File: src/rtl/axi_mem_pkg.sv
package axi_mem_pkg;

  // Bus widths shared by both slave ports
  localparam int AXI_ADDR_BITS = 32;   // Byte address
  localparam int AXI_DATA_BITS = 32;   // One memory word per beat

  // Byte lanes per data word, also the write strobe width
  localparam int AXI_STRB_BITS = AXI_DATA_BITS / 8;

  // Response codes in use; EXOKAY and DECERR are never returned
  typedef enum logic [1:0] {
    AXI_RESP_OKAY   = 2'b00,
    AXI_RESP_SLVERR = 2'b10
  } axi_resp_e;

endpackage

File: src/rtl/dmem_axi_port.sv
`timescale 1ns/1ps

module dmem_axi_port
  import axi_mem_pkg::*;
#(
  parameter int unsigned MEM_WORDS = 1024,
  localparam int ADDR_W = $clog2(MEM_WORDS)
) (
  input  logic                     ACLK,
  input  logic                     ARESETn,
  input  logic [AXI_ADDR_BITS-1:0] araddr,
  input  logic                     arvalid,
  output logic                     arready,
  output logic [AXI_DATA_BITS-1:0] rdata,
  output axi_resp_e                rresp,
  output logic                     rvalid,
  input  logic                     rready,
  input  logic [AXI_ADDR_BITS-1:0] awaddr,
  input  logic                     awvalid,
  output logic                     awready,
  input  logic [AXI_DATA_BITS-1:0] wdata,
  input  logic [AXI_STRB_BITS-1:0] wstrb,
  input  logic                     wvalid,
  output logic                     wready,
  output logic                     bvalid,
  output axi_resp_e                bresp,
  input  logic                     bready,
  output logic [ADDR_W-1:0]        b_addr,
  output logic                     b_ren,
  output logic                     b_wen,
  output logic [AXI_STRB_BITS-1:0] b_wstrb,
  output logic [AXI_DATA_BITS-1:0] b_wdata,
  input  logic [AXI_DATA_BITS-1:0] b_rdata
);

  logic                     ar_hs;
  logic                     ar_err;
  logic                     r_hs;
  logic                     wr_hs;          // AW and W taken together
  logic                     aw_err;
  logic                     wr_pend;        // Write strobed this cycle
  logic                     wr_err;
  logic                     s1_vld;
  logic                     s1_err;
  logic                     s2_vld;
  logic                     s2_err;
  logic [1:0]               outstanding;
  logic [AXI_DATA_BITS-1:0] fifo_data [2];
  axi_resp_e                fifo_resp [2];
  logic                     wr_ptr;
  logic                     rd_ptr;
  logic [1:0]               fifo_cnt;

  // Read side, same pipeline as the fetch port
  assign arready = outstanding < 2'd2;
  assign ar_hs   = arvalid && arready;
  assign ar_err  = araddr[AXI_ADDR_BITS-1:2] >= MEM_WORDS;
  assign rvalid  = fifo_cnt != 2'd0;
  assign rdata   = fifo_data[rd_ptr];
  assign rresp   = fifo_resp[rd_ptr];
  assign r_hs    = rvalid && rready;

  // A pending read wins, and B must have room for one more response
  assign wr_hs   = awvalid && wvalid && !arvalid && !wr_pend && (!bvalid || bready);
  assign awready = wr_hs;
  assign wready  = wr_hs;
  assign aw_err  = awaddr[AXI_ADDR_BITS-1:2] >= MEM_WORDS;

  always_ff @(posedge ACLK or negedge ARESETn) begin
    if (!ARESETn) begin
      b_ren       <= 1'b0;
      b_wen       <= 1'b0;
      wr_pend     <= 1'b0;
      s1_vld      <= 1'b0;
      s2_vld      <= 1'b0;
      outstanding <= 2'd0;
      wr_ptr      <= 1'b0;
      rd_ptr      <= 1'b0;
      fifo_cnt    <= 2'd0;
      bvalid      <= 1'b0;
      bresp       <= AXI_RESP_OKAY;
    end else begin
      b_ren       <= ar_hs && !ar_err;
      b_wen       <= wr_hs && !aw_err;  // Out-of-range write is dropped
      wr_pend     <= wr_hs;
      s1_vld      <= ar_hs;
      s2_vld      <= s1_vld;
      outstanding <= outstanding + {1'b0, ar_hs} - {1'b0, r_hs};
      fifo_cnt    <= fifo_cnt + {1'b0, s2_vld} - {1'b0, r_hs};
      if (s2_vld) begin
        wr_ptr <= !wr_ptr;
      end
      if (r_hs) begin
        rd_ptr <= !rd_ptr;
      end
      // B answers one cycle after the write handshake
      if (wr_pend) begin
        bvalid <= 1'b1;
        bresp  <= wr_err ? AXI_RESP_SLVERR : AXI_RESP_OKAY;
      end else if (bvalid && bready) begin
        bvalid <= 1'b0;
      end
    end
  end

  always_ff @(posedge ACLK) begin
    if (ar_hs) begin
      b_addr <= araddr[ADDR_W+1:2];
    end else if (wr_hs) begin
      b_addr <= awaddr[ADDR_W+1:2];
    end
    if (wr_hs) begin
      b_wdata <= wdata;
      b_wstrb <= wstrb;
      wr_err  <= aw_err;
    end
    s1_err <= ar_err;
    s2_err <= s1_err;
    if (s2_vld) begin
      fifo_data[wr_ptr] <= s2_err ? '0 : b_rdata;
      fifo_resp[wr_ptr] <= s2_err ? AXI_RESP_SLVERR : AXI_RESP_OKAY;
    end
  end

endmodule

File: config.mk
export PLATFORM = sky130hd
export DESIGN_NAME = dmem_axi_port
export DESIGN_NICKNAME = d
export VERILOG_FILES = /design/src/rtl/axi_mem_pkg.sv /design/src/rtl/dmem_axi_port.sv
export SDC_FILE = /design/constraint.sdc
export NUM_CORES = 1
export LEC_CHECK = 0
export BUFFER_PORTS_ARGS = -buffer_cell sky130_fd_sc_hd__buf_2
export CAP_MARGIN = 15
export CORE_UTILIZATION = 48
export CTS_BUF_LIST = sky130_fd_sc_hd__clkbuf_2 sky130_fd_sc_hd__clkbuf_4 sky130_fd_sc_hd__clkbuf_8
export DETAILED_ROUTE_END_ITERATION = 10
export GPL_TIMING_DRIVEN = 0
export PLACE_DENSITY = 0.79
export SYNTH_ARGS = -nofsm -noshare
export SYNTH_HDL_FRONTEND = slang
export SYNTH_SLANG_ARGS = --single-unit
File: constraint.sdc
create_clock -name ACLK -period 2.87 [get_ports ACLK]
set_clock_uncertainty 0.1 [all_clocks]
set_input_delay 0.574 -clock ACLK [delete_from_list [all_inputs] [get_ports ACLK]]
set_output_delay 0.574 -clock ACLK [all_outputs]
set_load 0.02 [all_outputs]
==> summary.txt, run 1 <==
Run status
  – Status: completed

Synth
  – Register area share after synthesis: 77.72%
  – Post-synth cell types: 27
  – Primary FF master, synth: edfxtp_1
  – FFs w/ async S/R, synth: between 10% and 20%
  – Mapped Area: 4836 µm²
  – Synth warn: 0
  – Seq cells post-synth: 128
  – Post-synthesis cell count: 259
  – EDFF count, synth: 113
  – Synthesized area per cell: 18.67 µm²

Timing
  – Rel. slew slack: 42.74%
  – Tmin final: 2697 ps
  – Final period utilization: a little over nine tenths
  – Final hold vios: 0
  – Max-slew violations: 0
  – Setup WS post-layout: 172.9 ps
  – TNS Setup: 0 ps
  – Unrepaired setup endpoints after global routing: false
  – Worst slew pin tran: 854.1 ps
  – Max frequency: 370.8 MHz
  – Setup violators final: 0

Worst setup path
  – CP arrival: 2020 ps
  – Crit path cell chain: a2111o_1 > clkinvlp_4 > buf_4 > buf_2
  – Req. time, crit path: ~2200 ps
  – CP peak stage delay: 470 ps
  – Register-to-register path setup slack: about 860 ps
  – WS Path Type: reg2out
  – Slowest CP cell: a2111o_1
  – Crit Path Max Fanout: 20
  – Worst setup EP type: output port
  – Cell family with most CP delay: buffers and inverters
  – CP Launch Type: register
  – Buffers and inverters on the worst path: 3

Placement
  – GP Congestion: 0.8975
  – I/O Buffers: between 200 and 250
  – Pre-CTS WS: 3.790 ps
  – Detailed Place HPWL: between 7000 and 8000 µm

Floorplanning
  – Row count: 36
  – Initial Utilization: just under 50%
  – DIE HEIGHT: a little over 100 µm
  – Die W: 102.4 µm
  – I/O Pins: 228
  – Die ar.: ~10,000 µm²
  – Area of the core: 9774 µm²

Finish
  – Most frequent cells in the layout: 222 x buf_2, 113 x edfxtp_1, 44 x mux2_2, 32 x nor2b_1, 17 x clkbuf_8
  – Nets@finish: 646
  – Fillers: about 750
  – Final Util: between 60% and 70%
  – Share of cells above drive strength 1: 60.66%
  – Area growth syn-to-layout: 35.19%
  – Most common cell after layout, fill and taps aside: buf_2
  – Antenna Cells: 0

Clock tree
  – Number of H-tree levels: 4
  – Post-CTS Resized: 0
  – Reg clk slew, reported paths: 80 ps
  – Root Buffer: clkbuf_8
  – CTS max path bufs: 2
  – CTS tree: done
  – Postcts setup bufs: 0
  – Clock sinks: about 130
  – Skew-Pair Late Insertion Delay: about 430 ps
  – Num CTS Buffers: 17

Global route
  – Global Route Usage Sum: 20.69%
  – Number of global-route vias before repair: 3,211
  – Grt total ovfl: 0
  – Initial antenna violation count: 0
  – First-pass GRT wire length: 15,280 µm
  – Pin count of the biggest net entering global routing: 34

Routing
  – Drt drc: 0
  – Vias: between 3k and 4k
  – DRT iter0 DRCs: between 60 and 70
  – Routed vias/inst: 4.659
  – Routed wire length: between 10,000 and 15,000 µm
  – Final ANT Viol Nets: 0
  – Wire length per cell: 15.85 µm
  – First drt pass iteration count: 4

Pwr
  – Leakage: approximately 2.7 nW
  – Peak supply drop: 0.3818 mV
  – Pwr dens: roughly 800 nW/µm²

Flow run
  – Max_cap viols: 0

Worst hold path
  – Hold WC Path Type: in2reg
[cell type report]
type / count / area, µm² / area share, %
Clock inverter: 15 / 143.9 / 2.201
Timing Repair inverter: 1 / 5.005 / 0.07656
Timing Repair Buffer: 223 / 1136 / 17.38
Inverter: 7 / 30.03 / 0.4593
Clock buffer: 17 / 234.0 / 3.579
Buffer: 11 / 72.57 / 1.110
Sequential cell: 128 / 3759 / 57.49
Multi-Input combinational cell: 114 / 991.0 / 15.16
Tap cell: 133 / 166.4 / 2.545
[routing by layer]
layer,global-route usage (%),vias up,share of wire (%)
li1,-,1451,-
met1,21.32,1417,38
met2,37.64,139,54
met3,7.592,17,6.0
met4,8.901,0,2.1
met5,0,-,0
[synthesized netlist by cell type (all sizes together) (3+ instances only)]
library cell	instances	area [µm²]
dfrtp	13	325.3
clkbuf	3	11.26
nor4	10	62.56
inv	7	26.28
edfxtp	113	3393
nor2b	34	220.2
mux2	44	495.5
xnor2	4	35.03
buf	8	61.30
ha	4	50.05
nand2	3	11.26
[cell families after synthesis]
| kind of cell | synth area share [%] |
|---|---|
| AOI/OAI and AO/OA | 0.4140 |
| other | 0.07755 |
| xor gates and xnor gates | 1.087 |
| adders and majority gates | 1.035 |
| DFF | 77.72 |
| buffers and inverters | 2.044 |
| muxes | 10.25 |
| and+or+nand+nor | 7.374 |
[path summary, 6_finish.rpt]
path | endpoint | cells past startpoint | startpoint
max | wready | 4 | wr_pend
min | b_wdata[30] | 1 | wdata[30]
max reg2reg | b_wdata[31] | 2 | wr_pend
min reg2reg | s2_err | 0 | s1_err
max in group asynchronous | rd_ptr | 2 | ARESETn
min in group asynchronous | b_wen | 2 | ARESETn
[power breakdown]
| group | internal (mW) | total, mW | switching (mW) |
|---|---|---|---|
| Clock | 0.761 | 1.47 | 0.707 |
| Combinational | 0.632 | 1.47 | 0.834 |
| Sequential | 2.35 | 2.43 | 0.0864 |
| Total | 3.74 | 5.37 | 1.63 |
[stage by stage]
| step | hold slack, ps | instances | total power [mW] | cell area, µm² |
|---|---|---|---|---|
| 2_1_floorplan | 178.4 | 260 | 3.446 | 4843 |
| 3_3_place_gp | 213.6 | 614 | 3.891 | 6116 |
| 3_5_place_dp | 213.5 | 615 | 3.951 | 6145 |
| 4_1_cts | 181.0 | 649 | 5.429 | 6538 |
| 5_1_grt | 163.9 | 649 | 5.633 | 6538 |
| 6_report | 211.1 | 649 | 5.368 | 6538 |
[worst reg2reg max path: stages (launching register included)]
cell,delay (ps)
dfrtp_1,390
a2111o_1,260
clkinvlp_2,750
[state kept, by name, indices dropped and copies added (netlist names)]
signal	flops
s2_err	1
wr_ptr	1
wr_err	1
bvalid	1
rd_ptr	1
b_ren	1
b_wdata	32
b_addr	10
fifo_data	64
s1_vld	1
fifo_resp	2
s2_vld	1
wr_pend	1
fifo_cnt	2
b_wen	1
outstanding	2
s1_err	1
bresp	1
b_wstrb	4
[repair_timing]
action / in CTS / in global routing
hold buffers: 1 / 0
hold endpoints to repair: 13 / 0
setup endpoints to repair: 2 / 0
Power figures use the tool's default switching activity.
==> inputs of run 2 (changes only) <==
--- a/config.mk
+++ b/config.mk
@@ -7,10 +7,10 @@
 export LEC_CHECK = 0
 export BUFFER_PORTS_ARGS = -buffer_cell sky130_fd_sc_hd__buf_2
 export CAP_MARGIN = 15
+export CORE_ASPECT_RATIO = 0.5
 export CORE_UTILIZATION = 48
 export CTS_BUF_LIST = sky130_fd_sc_hd__clkbuf_2 sky130_fd_sc_hd__clkbuf_4 sky130_fd_sc_hd__clkbuf_8
 export DETAILED_ROUTE_END_ITERATION = 10
-export GPL_TIMING_DRIVEN = 0
 export PLACE_DENSITY = 0.79
 export SYNTH_ARGS = -nofsm -noshare
 export SYNTH_HDL_FRONTEND = slang
==> run 2 against run 1 <==
Compared with the run above:
- global-route usage shrank 1.8 points
- register-to-register slack better by 130 ps
- core utilization up 1.6 points
==> summary.txt, run 2 (synthesis gave the netlist of run 1 again) <==
Run status
  – Status: completed

Finish
  – Antenna Cells: 0 (unchanged)
  – Multi-input gate area: 989.7 µm² (-0.13%)
  – Area growth syn-to-layout: 36.09%
  – Most frequent cells in the layout: 221 x buf_2, 113 x edfxtp_1, 44 x mux2_2, 32 x nor2b_1, 17 x clkbuf_8
  – Largest regs: fifo_data: 64 flops, b_wdata: 32 flops, b_addr: 10 flops
  – FF+latch area: 3759 µm² (unchanged)
  – Nets@finish: 640 (-0.93%)
  – Share of cells above drive strength 1: 60.78% (+0.13 points)
  – Post-route insts no fill: 645 (-0.62%)
  – Max reg flops: 64 (unchanged)
  – Most common cell after layout, fill and taps aside: buf_2
  – Fillers: 681 (-9.0%)
  – Post-route cell area: 6581 µm² (+0.67%)
  – Biggest register: fifo_data

Timing
  – Setup violators final: 0 (unchanged)
  – Max frequency: 418.8 MHz (+13%)
  – Unrepaired setup endpoints after global routing: false
  – Max-slew violations: 0 (unchanged)
  – Tmin final: 2388 ps (-309.3 ps)
  – Final period utilization: 83.20% (-11 points)
  – TNS Setup: 0 ps (unchanged)
  – Final hold vios: 0 (unchanged)

Clock tree
  – Skew-Pair Late Insertion Delay: 420 ps (about the same)
  – CTS tree: done
  – Clock sinks: 128 (unchanged)
  – CTS max path bufs: 2 (unchanged)
  – Reg clk slew, reported paths: 80 ps (about the same)
  – Root Buffer: clkbuf_8
  – Num CTS Buffers: 17 (unchanged)
  – Number of H-tree levels: 4 (unchanged)

Worst setup path
  – Worst setup EP type: output port
  – Crit Path Max Fanout: 11 (-45%)
  – CP Launch Type: register
  – WS Path Type: reg2out
  – Req. time, crit path: 2200 ps (about the same)
  – CP arrival: 1710 ps (-310 ps)

Global route
  – Grt total ovfl: 0 (unchanged)
  – Number of global-route vias before repair: 2,929 (-8.8%)
  – Pin count of the biggest net entering global routing: 34 (unchanged)
  – Initial antenna violation count: 0 (unchanged)
  – First-pass GRT wire length: 14,320 µm (-6.3%)
  – Global Route Usage Sum: 18.92% (-1.8 points)

Flow run
  – Max_cap viols: 0 (unchanged)

Routing
  – Drt drc: 0 (unchanged)
  – Vias: 2,989 (-1.2%)
  – Wire length per cell: 15.29 µm (-3.5%)
  – Routed wire length: 9862 µm (-4.1%)
  – First drt pass iteration count: 4 (unchanged)
  – Routed vias/inst: 4.634 (-0.54%)
  – Final ANT Viol Nets: 0 (unchanged)
  – DRT iter0 DRCs: 89 (+46%)

Placement
  – I/O Buffers: 221 (unchanged)
  – Post-DP Area: 6106 µm² (-0.63%)
  – Detailed Place HPWL: 6930 µm (-4.7%)
  – GP Congestion: 0.7636 (-15%)
  – Number of cells after detailed placement: 612 (-0.49%)

Floorplanning
  – Area of the core: 9603 µm² (-1.8%)
  – Die ar.: 10,500 µm² (+0.23%)
  – DIE HEIGHT: 72.98 µm (-29%)
  – Row count: 25 (-31%)
  – Die W: 144.0 µm (+41%)
  – Initial Utilization: 50.36% (+0.88 points)
  – I/O Pins: 228 (unchanged)

Pwr
  – Leakage: 2.716 nW (+1.1%)
  – Pwr dens: 858.8 nW/µm² (+4.6%)
  – Peak supply drop: 0.4903 mV (+28%)

Worst hold path
  – Hold WC Path Type: in2reg
[run 2: cell count changes in the layout (fill, tap and decap cells not counted), sizes merged]
cell,previous run,this run
bufinv,2,5
clkbuf,20,17
buf,230,228
clkinvlp,7,3
inv,7,11
clkinv,7,3
[run 2: area by class of cell]
cell class	instances	share of cell area (%)
Clock buffer	17	3.555
Clock inverter	15	3.517
Inverter	7	0.4563
Multi-Input combinational cell	114	15.04
Sequential cell	128	57.11
Tap cell	135	2.567
Timing Repair Buffer	229	17.76
[run 2: routing by layer]
layer	vias up	share of wire [%]	global-route usage [%]
met3	16	3.7	4.068
met5	-	0	0
met4	0	1.6	9.811
li1	1442	-	-
met1	1434	40	21.18
met2	97	55	34.62
[run 2: worst max-delay path, stage by stage (launching register included)]
cell and delay, ps:
dfrtp_1 410, a2111o_1 450, clkinvlp_4 240, buf_2 200
[run 2: report_power, final]
| group | internal (mW) | total [mW] | switching [mW] |
|---|---|---|---|
| sequential | 2.35 | 2.44 | 0.0898 |
| clock | 1.05 | 1.80 | 0.745 |
| combinational | 0.601 | 1.42 | 0.821 |
[run 2: final timing paths]
path,start,to,slack (ps),depth (start not counted)
max,wr_pend,awready,480,3
min,wdata[22],b_wdata[22],230,1
max reg2reg,fifo_cnt[0],fifo_cnt[1],990,7
min reg2reg,s1_err,s2_err,230,0
max in group asynchronous,ARESETn,fifo_cnt[0],1960,2
min in group asynchronous,ARESETn,b_wen,480,2
[run 2: timing repair]
action | in CTS | in global routing
resized for setup | 0 | 0
buffers inserted | 0 | 0
hold buffers | 1 | 0
setup endpoints to repair | 0 | 0
hold endpoints to repair | 13 | 0
[run 2: through the flow]
stage | power [mW] | worst slack [ps] | hold slack (ps) | util, %
after floorplan | 3.446 | 386.2 | 178.4 | -
after global placement | 3.873 | 568.5 | 211.5 | 63.58
after detailed placement | 3.915 | 552.5 | 217.9 | 63.58
after CTS | 5.718 | 439.4 | 196.8 | 68.53
after global routing | 5.881 | 392.9 | 191.2 | 68.53
final | 5.652 | 482.2 | 225.7 | 68.53
