===== config.mk =====
export PLATFORM = sky130hd
export DESIGN_NAME = imem_axi_port
export DESIGN_NICKNAME = d
export VERILOG_FILES = /design/src/rtl/axi_mem_pkg.sv /design/src/rtl/imem_axi_port.sv
export SDC_FILE = /design/constraint.sdc
export NUM_CORES = 1
export LEC_CHECK = 0
export ABC_AREA = 1
export BUFFER_PORTS_ARGS = -buffer_cell sky130_fd_sc_hd__buf_2
export CORE_MARGIN = 1.5
export CORE_UTILIZATION = 50
export CTS_CLUSTER_DIAMETER = 120
export DETAILED_ROUTE_END_ITERATION = 10
export HOLD_SLACK_MARGIN = 0.12
export PLACE_DENSITY = 0.77
export SLEW_MARGIN = 20
export SYNTH_ARGS = -nofsm -noshare
export SYNTH_HDL_FRONTEND = slang
export SYNTH_SLANG_ARGS = --single-unit
export TNS_END_PERCENT = 30

===== constraint.sdc =====
create_clock -name ACLK -period 3 [get_ports ACLK]
set_input_delay 0.6 -clock ACLK [delete_from_list [all_inputs] [get_ports ACLK]]
set_output_delay 0.6 -clock ACLK [all_outputs]
set_load 0.005 [all_outputs]

===== src/rtl/axi_mem_pkg.sv =====
package axi_mem_pkg;

  // Bus widths shared by both slave ports
  localparam int AXI_ADDR_BITS = 32;   // Byte address
  localparam int AXI_DATA_BITS = 32;   // One memory word per beat

  // Byte lanes per data word, also the write strobe width
  localparam int AXI_STRB_BITS = AXI_DATA_BITS / 8;

  // Response codes in use; EXOKAY and DECERR are never returned
  typedef enum logic [1:0] {
    AXI_RESP_OKAY   = 2'b00,
    AXI_RESP_SLVERR = 2'b10
  } axi_resp_e;

endpackage


===== src/rtl/imem_axi_port.sv =====
`timescale 1ns/1ps

module imem_axi_port
  import axi_mem_pkg::*;
#(
  parameter int unsigned MEM_WORDS = 1024,
  localparam int ADDR_W = $clog2(MEM_WORDS)
) (
  input  logic                     ACLK,
  input  logic                     ARESETn,
  input  logic [AXI_ADDR_BITS-1:0] araddr,
  input  logic                     arvalid,
  output logic                     arready,
  output logic [AXI_DATA_BITS-1:0] rdata,
  output axi_resp_e                rresp,
  output logic                     rvalid,
  input  logic                     rready,
  output logic                     awready,
  output logic                     wready,
  output logic                     bvalid,
  output axi_resp_e                bresp,
  output logic [ADDR_W-1:0]        a_addr,
  output logic                     a_ren,
  input  logic [AXI_DATA_BITS-1:0] a_rdata
);

  logic                     ar_hs;
  logic                     ar_err;
  logic                     r_hs;
  logic                     s1_vld;         // Memory strobe issued
  logic                     s1_err;
  logic                     s2_vld;         // Memory data ready
  logic                     s2_err;
  logic [1:0]               outstanding;    // Accepted, not yet handed over
  logic [AXI_DATA_BITS-1:0] fifo_data [2];
  axi_resp_e                fifo_resp [2];
  logic                     wr_ptr;
  logic                     rd_ptr;
  logic [1:0]               fifo_cnt;

  // Fetch port has no write path
  assign awready = 1'b0;
  assign wready  = 1'b0;
  assign bvalid  = 1'b0;
  assign bresp   = AXI_RESP_OKAY;

  assign arready = outstanding < 2'd2;  // At most two in flight
  assign ar_hs   = arvalid && arready;
  assign ar_err  = araddr[AXI_ADDR_BITS-1:2] >= MEM_WORDS;
  assign rvalid  = fifo_cnt != 2'd0;
  assign rdata   = fifo_data[rd_ptr];
  assign rresp   = fifo_resp[rd_ptr];
  assign r_hs    = rvalid && rready;

  always_ff @(posedge ACLK or negedge ARESETn) begin
    if (!ARESETn) begin
      a_ren       <= 1'b0;
      s1_vld      <= 1'b0;
      s2_vld      <= 1'b0;
      outstanding <= 2'd0;
      wr_ptr      <= 1'b0;
      rd_ptr      <= 1'b0;
      fifo_cnt    <= 2'd0;
    end else begin
      a_ren       <= ar_hs && !ar_err;  // No strobe for out-of-range
      s1_vld      <= ar_hs;
      s2_vld      <= s1_vld;
      outstanding <= outstanding + {1'b0, ar_hs} - {1'b0, r_hs};
      fifo_cnt    <= fifo_cnt + {1'b0, s2_vld} - {1'b0, r_hs};
      if (s2_vld) begin
        wr_ptr <= !wr_ptr;
      end
      if (r_hs) begin
        rd_ptr <= !rd_ptr;
      end
    end
  end

  always_ff @(posedge ACLK) begin
    if (ar_hs) begin
      a_addr <= araddr[ADDR_W+1:2];
    end
    s1_err <= ar_err;
    s2_err <= s1_err;
    // Capacity is guaranteed by the outstanding count
    if (s2_vld) begin
      fifo_data[wr_ptr] <= s2_err ? '0 : a_rdata;
      fifo_resp[wr_ptr] <= s2_err ? AXI_RESP_SLVERR : AXI_RESP_OKAY;
    end
  end

endmodule


==> results of run 1 <==
==> what timing repair did <==
| action | CTS | global route |
|---|---|---|
| hold buffers | 1 | 0 |
| hold endpoints to repair | 9 | 0 |
| resized for setup | 0 | 0 |
==> path summary, 6_finish.rpt <==
kind | end | from | slack (ns)
max in group asynchronous | s1_vld | ARESETn | 2.20
min reg2reg | s2_err | s1_err | 0.33
max | rdata[6] | rd_ptr | 0.59
min | s2_err | s1_err | 0.33
max reg2reg | fifo_data[1][22] | wr_ptr | 1.29
min in group asynchronous | fifo_cnt[1] | ARESETn | 0.62
==> cell families (layout without fill, tap and decap cells) <==
group | after synthesis | after routing | synth area share (%)
simple gates | 155 | 155 | 17.1
xor+xnor | 6 | 6 | 1.70
other cells | 1 | 6 | 0.106
flops | 87 | 87 | 72.2
fa+ha+maj | 4 | 4 | 1.42
buf+inv | 58 | 173 | 7.45
==> area by class of cell <==
cell class	instances	area [µm²]	area share, %
Clock buffer	9	124	2.85
Clock inverter	7	57.6	1.33
Inverter	42	160	3.69
Multi-Input combinational cell	171	743	17.1
Sequential cell	87	2550	58.7
Tap cell	96	120	2.77
Timing Repair Buffer	115	588	13.5
==> through the flow <==
step | power (mW) | cell area (µm²) | util, %
2_1_floorplan | 2.30 | 3550 | -
3_3_place_gp | 2.68 | 4150 | 61.1
3_5_place_dp | 2.73 | 4150 | 61.1
4_1_cts | 3.47 | 4340 | 63.9
5_1_grt | 3.64 | 4340 | 63.9
6_report | 3.42 | 4340 | 63.9
==> routing by layer <==
metal | vias to the layer above | wire (µm) | global-route usage, %
met5 | - | 0 | 0
met4 | 0 | 89 | 7.04
met3 | 10 | 468 | 6.64
met2 | 92 | 3390 | 33.8
met1 | 1069 | 2500 | 18.9
li1 | 1189 | - | -
==> power by group <==
group	internal (mW)	switching (mW)	total, mW
Sequential	1.59	0.112	1.70
Clock	0.311	0.432	0.743
Combinational	0.395	0.578	0.973
Total	2.29	1.12	3.42
==> layout by cell type (no fill, tap or decap), types with 2 or more instances in the layout <==
master / instances
sky130_fd_sc_hd__buf_2: 111
sky130_fd_sc_hd__nand2_1: 105
sky130_fd_sc_hd__edfxtp_1: 76
sky130_fd_sc_hd__nor2_1: 42
sky130_fd_sc_hd__inv_1: 41
sky130_fd_sc_hd__dfrtp_1: 9
sky130_fd_sc_hd__clkbuf_8: 9
sky130_fd_sc_hd__conb_1: 6
sky130_fd_sc_hd__xnor2_1: 4
sky130_fd_sc_hd__ha_1: 4
sky130_fd_sc_hd__or2_1: 3
sky130_fd_sc_hd__clkinv_4: 3
sky130_fd_sc_hd__buf_4: 3
sky130_fd_sc_hd__nor2_2: 2
sky130_fd_sc_hd__dfxtp_1: 2
==> registers in the layout, indices dropped and copies added, names as in the netlist <==
name         flops
wr_ptr           1
s1_vld           1
a_addr          10
s2_err           1
a_ren            1
fifo_resp        2
rd_ptr           1
s1_err           1
outstanding      2
s2_vld           1
fifo_data       64
fifo_cnt         2
==> Implementation_results.wiki, run 1 <==
{| class="wikitable"
! Metric !! Value
|-
| Peak clock frequency supported by timing || 0.415 GHz
|-
| Number of inserted filler cells in the final layout || 554
|-
| Setup CP Type || reg2out
|-
| TritonCTS clock tree || done
|-
| Crit. path cell count || 4
|-
| Number of buffers inserted during clock tree synthesis || 9
|-
| Num ports || 120
|-
| Worst slack at placement || 0.918 ns
|-
| Required time of the critical path || 2.40 ns
|-
| Standard-cell rows || 30
|-
| Clock transition at path regs || 0.08 ns
|-
| Clock root cell || sky130_fd_sc_hd__clkbuf_8
|-
| Largest buffer count on any clock path || 2
|-
| Post-route antenna net violation count || 0
|-
| Final clock skew || 0.0109 ns
|-
| Min-delay worst type || reg2reg
|-
| # Post-CTS Setup Buffers || 0
|-
| Top area cells in the synthesized netlist || sky130_fd_sc_hd__edfxtp_1, sky130_fd_sc_hd__nand2_1, sky130_fd_sc_hd__dfrtp_1
|-
| Final net count || 498
|-
| Number of stages on the worst hold path || 0
|-
| Netlist area before placement || 3530 µm²
|-
| Total buffers and inverters traversed by the critical path || 2
|-
| ANT cells || 0
|-
| Num Clock Sinks || 87
|-
| Minimum clock period after layout || 2.41 ns
|-
| Warnings from Yosys || 0
|-
| Number of iterations in the first detailed-routing pass || 4
|-
| Placed instance count || 510
|-
| Number of global-route vias before repair || 2431
|-
| Main synth FF type || sky130_fd_sc_hd__edfxtp_1
|-
| Area delta synth->final || 23.1%
|-
| Synthesized netlist cell count || 311
|-
| Skew-Pair Late Insertion Delay || 0.35 ns
|-
| Top cell types by occurrence after synthesis || sky130_fd_sc_hd__nand2_1, sky130_fd_sc_hd__edfxtp_1, sky130_fd_sc_hd__nor2_1, sky130_fd_sc_hd__inv_1
|-
| Leak pwr || 2.06 nW
|-
| Final Max Slew Viols || 0
|-
| Share of synthesized area occupied by flip-flops and latches || 72.2%
|-
| Portion of synthesized cell area occupied by the leading cell type || 64.7%
|-
| Most frequent cell after synthesis || sky130_fd_sc_hd__nand2_1
|-
| Synth area leader || sky130_fd_sc_hd__edfxtp_1
|-
| Average size of a mapped cell || 11.3 µm²
|-
| Congestion Overflow GR || 0
|-
| Die Wd || 87.0 µm
|-
| Total Die Area || 7570 µm²
|-
| Cells traversed along the worst timing path || inv_4 -> nand2_1 -> nand2_1 -> buf_2
|-
| Crit-path max cell delay || 0.79 ns
|-
| Post-Layout Cell Count || 527
|-
| Placeable core area || 6790 µm²
|-
| Worst rel slew slack || 32.7%
|-
| Count of vias placed by the detailed router || 2360
|-
| Async S/R FF share, synth || 10.3%
|-
| TNS Setup || 0 ns
|-
| Slew @ Worst Pin || 1.01 ns
|-
| Die extent in y || 87.0 µm
|-
| Count of different cell masters after synthesis || 18
|-
| Number of synthesized flops with an enable pin || 76
|-
| Number of max-cap violations || 0
|-
| Routability-driven placement congestion ratio || 0.732
|-
| Maximum number of pins on one net before global-route repair || 35
|-
| Total wire length after detailed routing || 6440 µm
|-
| Peak VDD IR || 0.431 mV
|-
| Path depth of the worst reg2reg path || 3
|-
| First-pass GRT wire length || 10400 µm
|-
| Vias per std cell || 4.48
|-
| Violation count after the first detailed-routing iteration || 102
|-
| Maximum fanout encountered on the critical timing path || 34
|-
| Hold slack || 0.330 ns
|-
| Final setup viols || 0
|-
| H-tree depth reported by CTS || 3
|-
| Cell at the slowest stage of the critical path || sky130_fd_sc_hd__dfrtp_1
|-
| Yosys reg bits || 87
|-
| Aggregate global-route resource usage || 18.4%
|-
| Data arrival time of the critical path || 1.81 ns
|-
| Dpl hpwl || 4340 µm
|-
| Starting utilization of the core area || 51.9%
|-
| Startpoint types || flop
|-
| RSZ-0062 raised after global routing || false
|-
| IO Port Bufs || 111
|-
| Layout cell share with drive strength beyond 1 || 31.6%
|-
| Status || finished, final reports clean
|-
| Final period utilization || 80.3%
|-
| Areal power density over the cells || 787 nW/µm²
|-
| Final worst setup slack || 0.592 ns
|-
| Average wire per cell in the routed design || 12.2 µm
|-
| Type of destination of the critical path || output port
|-
| Final hold viol count || 0
|-
| Cell repeated most along the worst path || sky130_fd_sc_hd__nand2_1
|-
| Count of unresolved DRC violations after routing || 0
|-
| Category of cells accounting for the largest share of critical-path delay || flip-flops
|-
| Initial antenna violation count || 0
|}
No activity file was read; power rests on OpenSTA's default activity.
==> inputs of run 2 (changes only) <==
==> constraint.sdc (replaced) <==
create_clock -name ACLK -period 2.45 [get_ports ACLK]
set_input_delay 0.49 -clock ACLK [delete_from_list [all_inputs] [get_ports ACLK]]
set_output_delay 0.49 -clock ACLK [all_outputs]
set_load 0.005 [all_outputs]
==> Implementation_results.wiki, run 2 (synthesis results as in run 1) <==
{| class="wikitable"
! Metric !! Value
|-
| Status || finished, final reports clean
|-
| Number of flip-flops in the largest register || 64
|-
| Die Wd || 87.0 µm
|-
| Final clock skew || 0.0103 ns
|-
| Number of inserted filler cells in the final layout || 555
|-
| Layout cell share with drive strength beyond 1 || 32.2%
|-
| Clock transition at path regs || 0.09 ns
|-
| RSZ-0062 raised after global routing || false
|-
| Total wire length after detailed routing || 6360 µm
|-
| Final hold viol count || 0
|-
| Vias per std cell || 4.47
|-
| Required time of the critical path || 1.96 ns
|-
| TNS Setup || 0 ns
|-
| Congestion Overflow GR || 0
|-
| Standard-cell rows || 30
|-
| Area after detailed placement || 4180 µm²
|-
| Peak clock frequency supported by timing || 0.493 GHz
|-
| Post-layout total power || 4.29 mW
|-
| Most common cell after layout, fill and taps aside || sky130_fd_sc_hd__buf_2
|-
| ANT cells || 0
|-
| Leak pwr || 2.08 nW
|-
| Number of max-cap violations || 0
|-
| Type of destination of the critical path || output port
|-
| Area delta synth->final || 24.3%
|-
| Largest register by flop count || fifo_data
|-
| Die extent in y || 87.0 µm
|-
| Final net count || 502
|-
| Areal power density over the cells || 978 nW/µm²
|-
| Count of vias placed by the detailed router || 2375
|-
| H-tree depth reported by CTS || 3
|-
| # Post-CTS Setup Buffers || 0
|-
| Cell at the slowest stage of the critical path || sky130_fd_sc_hd__dfrtp_1
|-
| Final setup viols || 0
|-
| Min-delay worst type || in2reg
|-
| TritonCTS clock tree || done
|-
| Register area || 2550 µm²
|-
| Number of iterations in the first detailed-routing pass || 4
|-
| Aggregate global-route resource usage || 17.8%
|-
| Startpoint types || flop
|-
| Post-CTS resize count || 0
|-
| Maximum number of pins on one net before global-route repair || 35
|-
| Skew-Pair Late Insertion Delay || 0.34 ns
|-
| Placeable core area || 6790 µm²
|-
| Final period utilization || 82.8%
|-
| Count of unresolved DRC violations after routing || 0
|-
| Initial antenna violation count || 0
|-
| Biggest regs || fifo_data x64, a_addr x10
|-
| Setup CP Type || reg2out
|-
| Cell repeated most along the worst path || sky130_fd_sc_hd__nand2_1
|-
| Num Clock Sinks || 87
|-
| Maximum fanout encountered on the critical timing path || 34
|-
| Dpl hpwl || 4390 µm
|-
| Num ports || 120
|-
| IO Port Bufs || 111
|-
| Peak VDD IR || 0.810 mV
|-
| Cells traversed along the worst timing path || buf_4 -> inv_4 -> nand2_1 -> nand2_1 -> buf_2
|-
| Clock root cell || sky130_fd_sc_hd__clkbuf_8
|-
| Crit-path max cell delay || 0.39 ns
|-
| Worst rel slew slack || 63.9%
|-
| Slew @ Worst Pin || 0.541 ns
|-
| Starting utilization of the core area || 51.9%
|-
| Number of buffers inserted during clock tree synthesis || 9
|-
| Data arrival time of the critical path || 1.54 ns
|-
| Final Max Slew Viols || 0
|-
| Routability-driven placement congestion ratio || 0.730
|-
| Average wire per cell in the routed design || 12.0 µm
|-
| Total Die Area || 7570 µm²
|-
| Minimum clock period after layout || 2.03 ns
|-
| Number of global-route vias before repair || 2379
|-
| Violation count after the first detailed-routing iteration || 89
|-
| Post-route antenna net violation count || 0
|-
| Total area of multi-input combinational cells || 743 µm²
|-
| Cell area after layout || 4380 µm²
|-
| Cts-stage hold buffer count || 1
|-
| First-pass GRT wire length || 10200 µm
|-
| Largest buffer count on any clock path || 2
|-
| Most frequent cells in the layout || sky130_fd_sc_hd__buf_2, sky130_fd_sc_hd__nand2_1, sky130_fd_sc_hd__edfxtp_1
|}
==> run 2: final cells by class <==
cell class	count	area share, %
Sequential cell	87	58.1
Clock inverter	6	1.54
Multi-Input combinational cell	171	17.0
Timing Repair Buffer	119	14.1
Tap cell	96	2.74
Inverter	42	3.65
Clock buffer	10	2.91
==> run 2: report_power, final <==
| group | total, mW | leakage [nW] | switching (mW) | internal [mW] |
|---|---|---|---|---|
| logic | 1.27 | 1.16 | 0.761 | 0.514 |
| clock network | 0.985 | 0.0933 | 0.508 | 0.477 |
| registers | 2.03 | 0.830 | 0.0874 | 1.94 |
| total | 4.29 | 2.08 | 1.36 | 2.93 |
==> run 2: critical path: cells and delay by family (launching register included) <==
family | cells | cell delay, ns
buffers and inverters | 3 | 0.62
DFF | 1 | 0.39
and+or+nand+nor | 2 | 0.19
==> run 2: worst paths after layout <==
kind / slack (ns) / cells after the start / start / endpoint
setup / recovery: 0.42 / 5 / rd_ptr / rdata[4]
hold / removal: 0.32 / 1 / araddr[9] / a_addr[7]
setup reg to reg: 0.91 / 7 / fifo_cnt[1] / outstanding[1]
hold reg to reg: 0.33 / 0 / s1_err / s2_err
max in group asynchronous: 1.75 / 2 / ARESETn / s1_vld
min in group asynchronous: 0.51 / 2 / ARESETn / rd_ptr
==> run 2: routing by layer <==
layer	track usage (%)	part of all wire, %	routed length [µm]	vias up
met5	0	0	0	-
met4	6.74	1.3	80	0
met3	5.59	7.2	460	9
met2	33.0	53	3370	84
met1	18.9	38	2450	1088
li1	-	-	-	1194
==> run 2: metrics by stage <==
| stage | std cells | hold slack, ns | worst slack (ns) | util, % |
|---|---|---|---|---|
| after global placement | 514 | 0.314 | 0.802 | 61.5 |
| after CTS | 531 | 0.306 | 0.382 | 64.5 |
| after floorplan | 316 | 0.194 | 0.197 | - |
| after global routing | 531 | 0.300 | 0.287 | 64.5 |
| after detailed placement | 514 | 0.312 | 0.779 | 61.5 |
| final | 531 | 0.320 | 0.422 | 64.5 |
==> inputs of run 3 (changes only) <==
--- a/config.mk
+++ b/config.mk
@@ -5,14 +5,14 @@
 export SDC_FILE = /design/constraint.sdc
 export NUM_CORES = 1
 export LEC_CHECK = 0
-export ABC_AREA = 1
+export ABC_AREA = 0
 export BUFFER_PORTS_ARGS = -buffer_cell sky130_fd_sc_hd__buf_2
 export CORE_MARGIN = 1.5
-export CORE_UTILIZATION = 50
+export CORE_UTILIZATION = 45
 export CTS_CLUSTER_DIAMETER = 120
 export DETAILED_ROUTE_END_ITERATION = 10
 export HOLD_SLACK_MARGIN = 0.12
-export PLACE_DENSITY = 0.77
+export PLACE_DENSITY = 0.73
 export SLEW_MARGIN = 20
 export SYNTH_ARGS = -nofsm -noshare
 export SYNTH_HDL_FRONTEND = slang
==> constraint.sdc (replaced) <==
create_clock -name ACLK -period 1.7 [get_ports ACLK]
set_input_delay 0.34 -clock ACLK [delete_from_list [all_inputs] [get_ports ACLK]]
set_output_delay 0.34 -clock ACLK [all_outputs]
set_load 0.005 [all_outputs]
==> Implementation_results.wiki, run 3 <==
{| class="wikitable"
! Metric !! Value
|-
| Type of destination of the critical path || output port
|-
| Crit-path max cell delay || 0.40 ns
|-
| Async S/R FF share, synth || 10.3%
|-
| Setup slack of the most critical reg-to-reg path || 0.06 ns
|-
| Setup CP Type || reg2out
|-
| Area delta synth->final || 29.6%
|-
| Clock transition at path regs || 0.08 ns
|-
| Synthesized netlist cell count || 196
|-
| Synth area leader || sky130_fd_sc_hd__edfxtp_1
|-
| Largest buffer count on any clock path || 2
|-
| Number of max-cap violations || 0
|-
| Final clock skew || 0.00624 ns
|-
| Metal-1 WL || 2330 µm
|-
| Final Max Slew Viols || 0
|-
| Peak VDD IR || 0.719 mV
|-
| Startpoint types || flop
|-
| Violations in the final reports || negative setup slack
|-
| Number of flip-flops in the largest register || 64
|-
| Data arrival time of the critical path || 1.41 ns
|-
| Final net count || 392
|-
| Dpl hpwl || 4200 µm
|-
| Path depth of the worst reg2reg path || 7
|-
| Number of buffers inserted during clock tree synthesis || 9
|-
| H-tree depth reported by CTS || 3
|-
| Total area of multi-input combinational cells || 882 µm²
|-
| Total wire length after detailed routing || 6020 µm
|-
| IO Port Bufs || 111
|-
| Cells traversed along the worst timing path || buf_12 -> mux2_2 -> buf_2
|-
| Leak pwr || 1.77 nW
|-
| Number of global-route vias before repair || 2100
|-
| Min-delay worst type || in2reg
|-
| Number of inserted filler cells in the final layout || 564
|-
| Post-Layout Cell Count || 424
|-
| Minimum clock period after layout || 1.75 ns
|-
| ANT cells || 0
|-
| Initial antenna violation count || 0
|-
| Capturing point of the worst reg2reg path || fifo_cnt[1]
|-
| Uppermost routed layer || met4
|-
| Switching power || 1.67 mW
|-
| WL met2 || 3120 µm
|-
| Routability-driven placement congestion ratio || 0.760
|-
| Congestion Overflow GR || 0
|-
| Yosys reg bits || 87
|-
| Maximum number of pins on one net before global-route repair || 24
|-
| Final worst setup slack || -0.0511 ns
|-
| Maximum fanout encountered on the critical timing path || 21
|-
| Area after detailed placement || 4130 µm²
|-
| Hold Path Sink || a_addr[9]
|-
| Most frequent cell after synthesis || sky130_fd_sc_hd__edfxtp_1
|-
| Areal power density over the cells || 1400 nW/µm²
|-
| First-pass GRT wire length || 9360 µm
|-
| # Post-CTS Setup Buffers || 0
|-
| Starting utilization of the core area || 47.0%
|-
| Average wire per cell in the routed design || 14.2 µm
|-
| Met3 wire length || 515 µm
|-
| Final setup viols || 33
|-
| Number of synthesized flops with an enable pin || 76
|-
| TNS Setup || -0.896 ns
|-
| Count of unresolved DRC violations after routing || 0
|-
| Clock share of power || 21.1%
|-
| Vias per std cell || 4.70
|-
| Post-route antenna net violation count || 0
|-
| Skew-Pair Late Insertion Delay || 0.34 ns
|-
| Placeable core area || 7330 µm²
|-
| Status || finished, violations left
|-
| Cell area after layout || 4460 µm²
|-
| Average size of a mapped cell || 17.6 µm²
|-
| Aggregate global-route resource usage || 15.1%
|-
| Crit Reg-Reg Startpoint || fifo_cnt[1]
|-
| Most common cell after layout, fill and taps aside || sky130_fd_sc_hd__buf_2
|-
| Category of cells accounting for the largest share of critical-path delay || flip-flops
|-
| Num Clock Sinks || 87
|-
| Post-layout total power || 6.26 mW
|-
| Warnings from Yosys || 0
|-
| Die extent in y || 90.5 µm
|-
| Biggest regs || fifo_data x64, a_addr x10
|-
| Netlist area before placement || 3440 µm²
|-
| Standard-cell rows || 31
|-
| Placed instance count || 407
|-
| Clock root cell || sky130_fd_sc_hd__clkbuf_8
|-
| Share of power burned in registers || 47.2%
|-
| Largest register by flop count || fifo_data
|-
| Portion of synthesized cell area occupied by the leading cell type || 66.3%
|-
| Number of stages on the worst hold path || 1
|-
| Layout cell share with drive strength beyond 1 || 54.2%
|-
| Hold slack || 0.172 ns
|-
| Number of iterations in the first detailed-routing pass || 2
|-
| Total buffers and inverters traversed by the critical path || 2
|-
| RSZ-0062 raised after global routing || true
|-
| Final period utilization || 103%
|-
| Count of vias placed by the detailed router || 1991
|-
| Total Die Area || 8190 µm²
|-
| Top cell types by occurrence after synthesis || sky130_fd_sc_hd__edfxtp_1, sky130_fd_sc_hd__nor2b_1, sky130_fd_sc_hd__mux2_2, sky130_fd_sc_hd__dfrtp_1
|-
| Num ports || 120
|-
| Switch share || 26.6%
|-
| Final core area utilization || 60.9%
|-
| TritonCTS clock tree || done
|-
| Peak clock frequency supported by timing || 0.571 GHz
|-
| Beginning of the worst hold path || araddr[11]
|-
| Most frequent cells in the layout || sky130_fd_sc_hd__buf_2, sky130_fd_sc_hd__edfxtp_1, sky130_fd_sc_hd__nor2b_1
|-
| Required time of the critical path || 1.36 ns
|-
| Share of synthesized area occupied by flip-flops and latches || 74.0%
|-
| Violation count after the first detailed-routing iteration || 51
|-
| Count of different cell masters after synthesis || 22
|-
| Top area cells in the synthesized netlist || sky130_fd_sc_hd__edfxtp_1, sky130_fd_sc_hd__mux2_2, sky130_fd_sc_hd__dfrtp_1
|-
| Final hold viol count || 0
|-
| Cell at the slowest stage of the critical path || sky130_fd_sc_hd__dfrtp_2
|-
| Die Wd || 90.5 µm
|-
| Part of the total power dissipated in combinational logic || 31.7%
|-
| Cell Int Power || 4.59 mW
|-
| Worst slack at placement || 0.0202 ns
|-
| Register area || 2550 µm²
|-
| Main synth FF type || sky130_fd_sc_hd__edfxtp_1
|}
-- run 3: cell types whose count changed after synthesis, sizes merged --
cell    before  now
or2          3    2
nor2        45    1
mux2         0   33
and2         0    2
clkbuf       0    3
inv         42    6
nor4         0    6
nor2b        0   33
buf         16   10
nand2      106    1
-- run 3: worst max-delay path by stage --
| stage | slack, ns | end | from | cells past startpoint |
|---|---|---|---|---|
| finish | -0.05 | rresp[1] | rd_ptr | 3 |
| global route | -0.12 | rdata[29] | rd_ptr | 3 |
| CTS | -0.07 | rdata[30] | rd_ptr | 3 |
| detailed placement | 0.02 | fifo_cnt[1] | fifo_cnt[1] | 7 |
| global placement | 0.08 | outstanding[1] | fifo_cnt[1] | 7 |
| floorplan | 0.06 | fifo_data[1][0] | wr_ptr | 1 |
-- run 3: what timing repair did --
item	CTS	global route
hold buffers	1	0
endpoints found under the setup margin	33	35
resized for setup	1	25
pin swaps	0	3
endpoints found under the hold margin	9	0
-- run 3: metal layers --
metal	vias up	track usage, %
met1	952	16.6
met2	92	25.8
met4	0	4.76
li1	941	-
met3	6	7.07
met5	-	0
-- run 3: logic make-up (layout without fill, tap and decap cells) --
family	Yosys count	after routing	synth area share (%)
buf+inv	19	143	3.60
fa+ha+maj	4	4	1.45
other cells	1	6	0.109
flops	87	87	74.0
xor+xnor	6	6	1.53
mux	33	33	10.9
simple gates	46	46	8.43
-- run 3: power by group through the flow --
stage                     combinational, mW  clock [mW]  sequential [mW]
after global placement                 1.69           0             2.96
final                                  1.98        1.32             2.95
after CTS                              1.74        1.35             2.95
after detailed placement               1.73           0             2.99
after floorplan                        1.09           0             2.95
after global routing                   2.17        1.45             3.00
-- run 3: cell type report --
cell class	count	area share (%)
clock buffer	10	2.86
clock inverter	6	1.15
inverter	6	0.505
multi-input combinational	95	19.8
sequential	87	57.1
tap	99	2.78
timing repair buffer	121	15.8
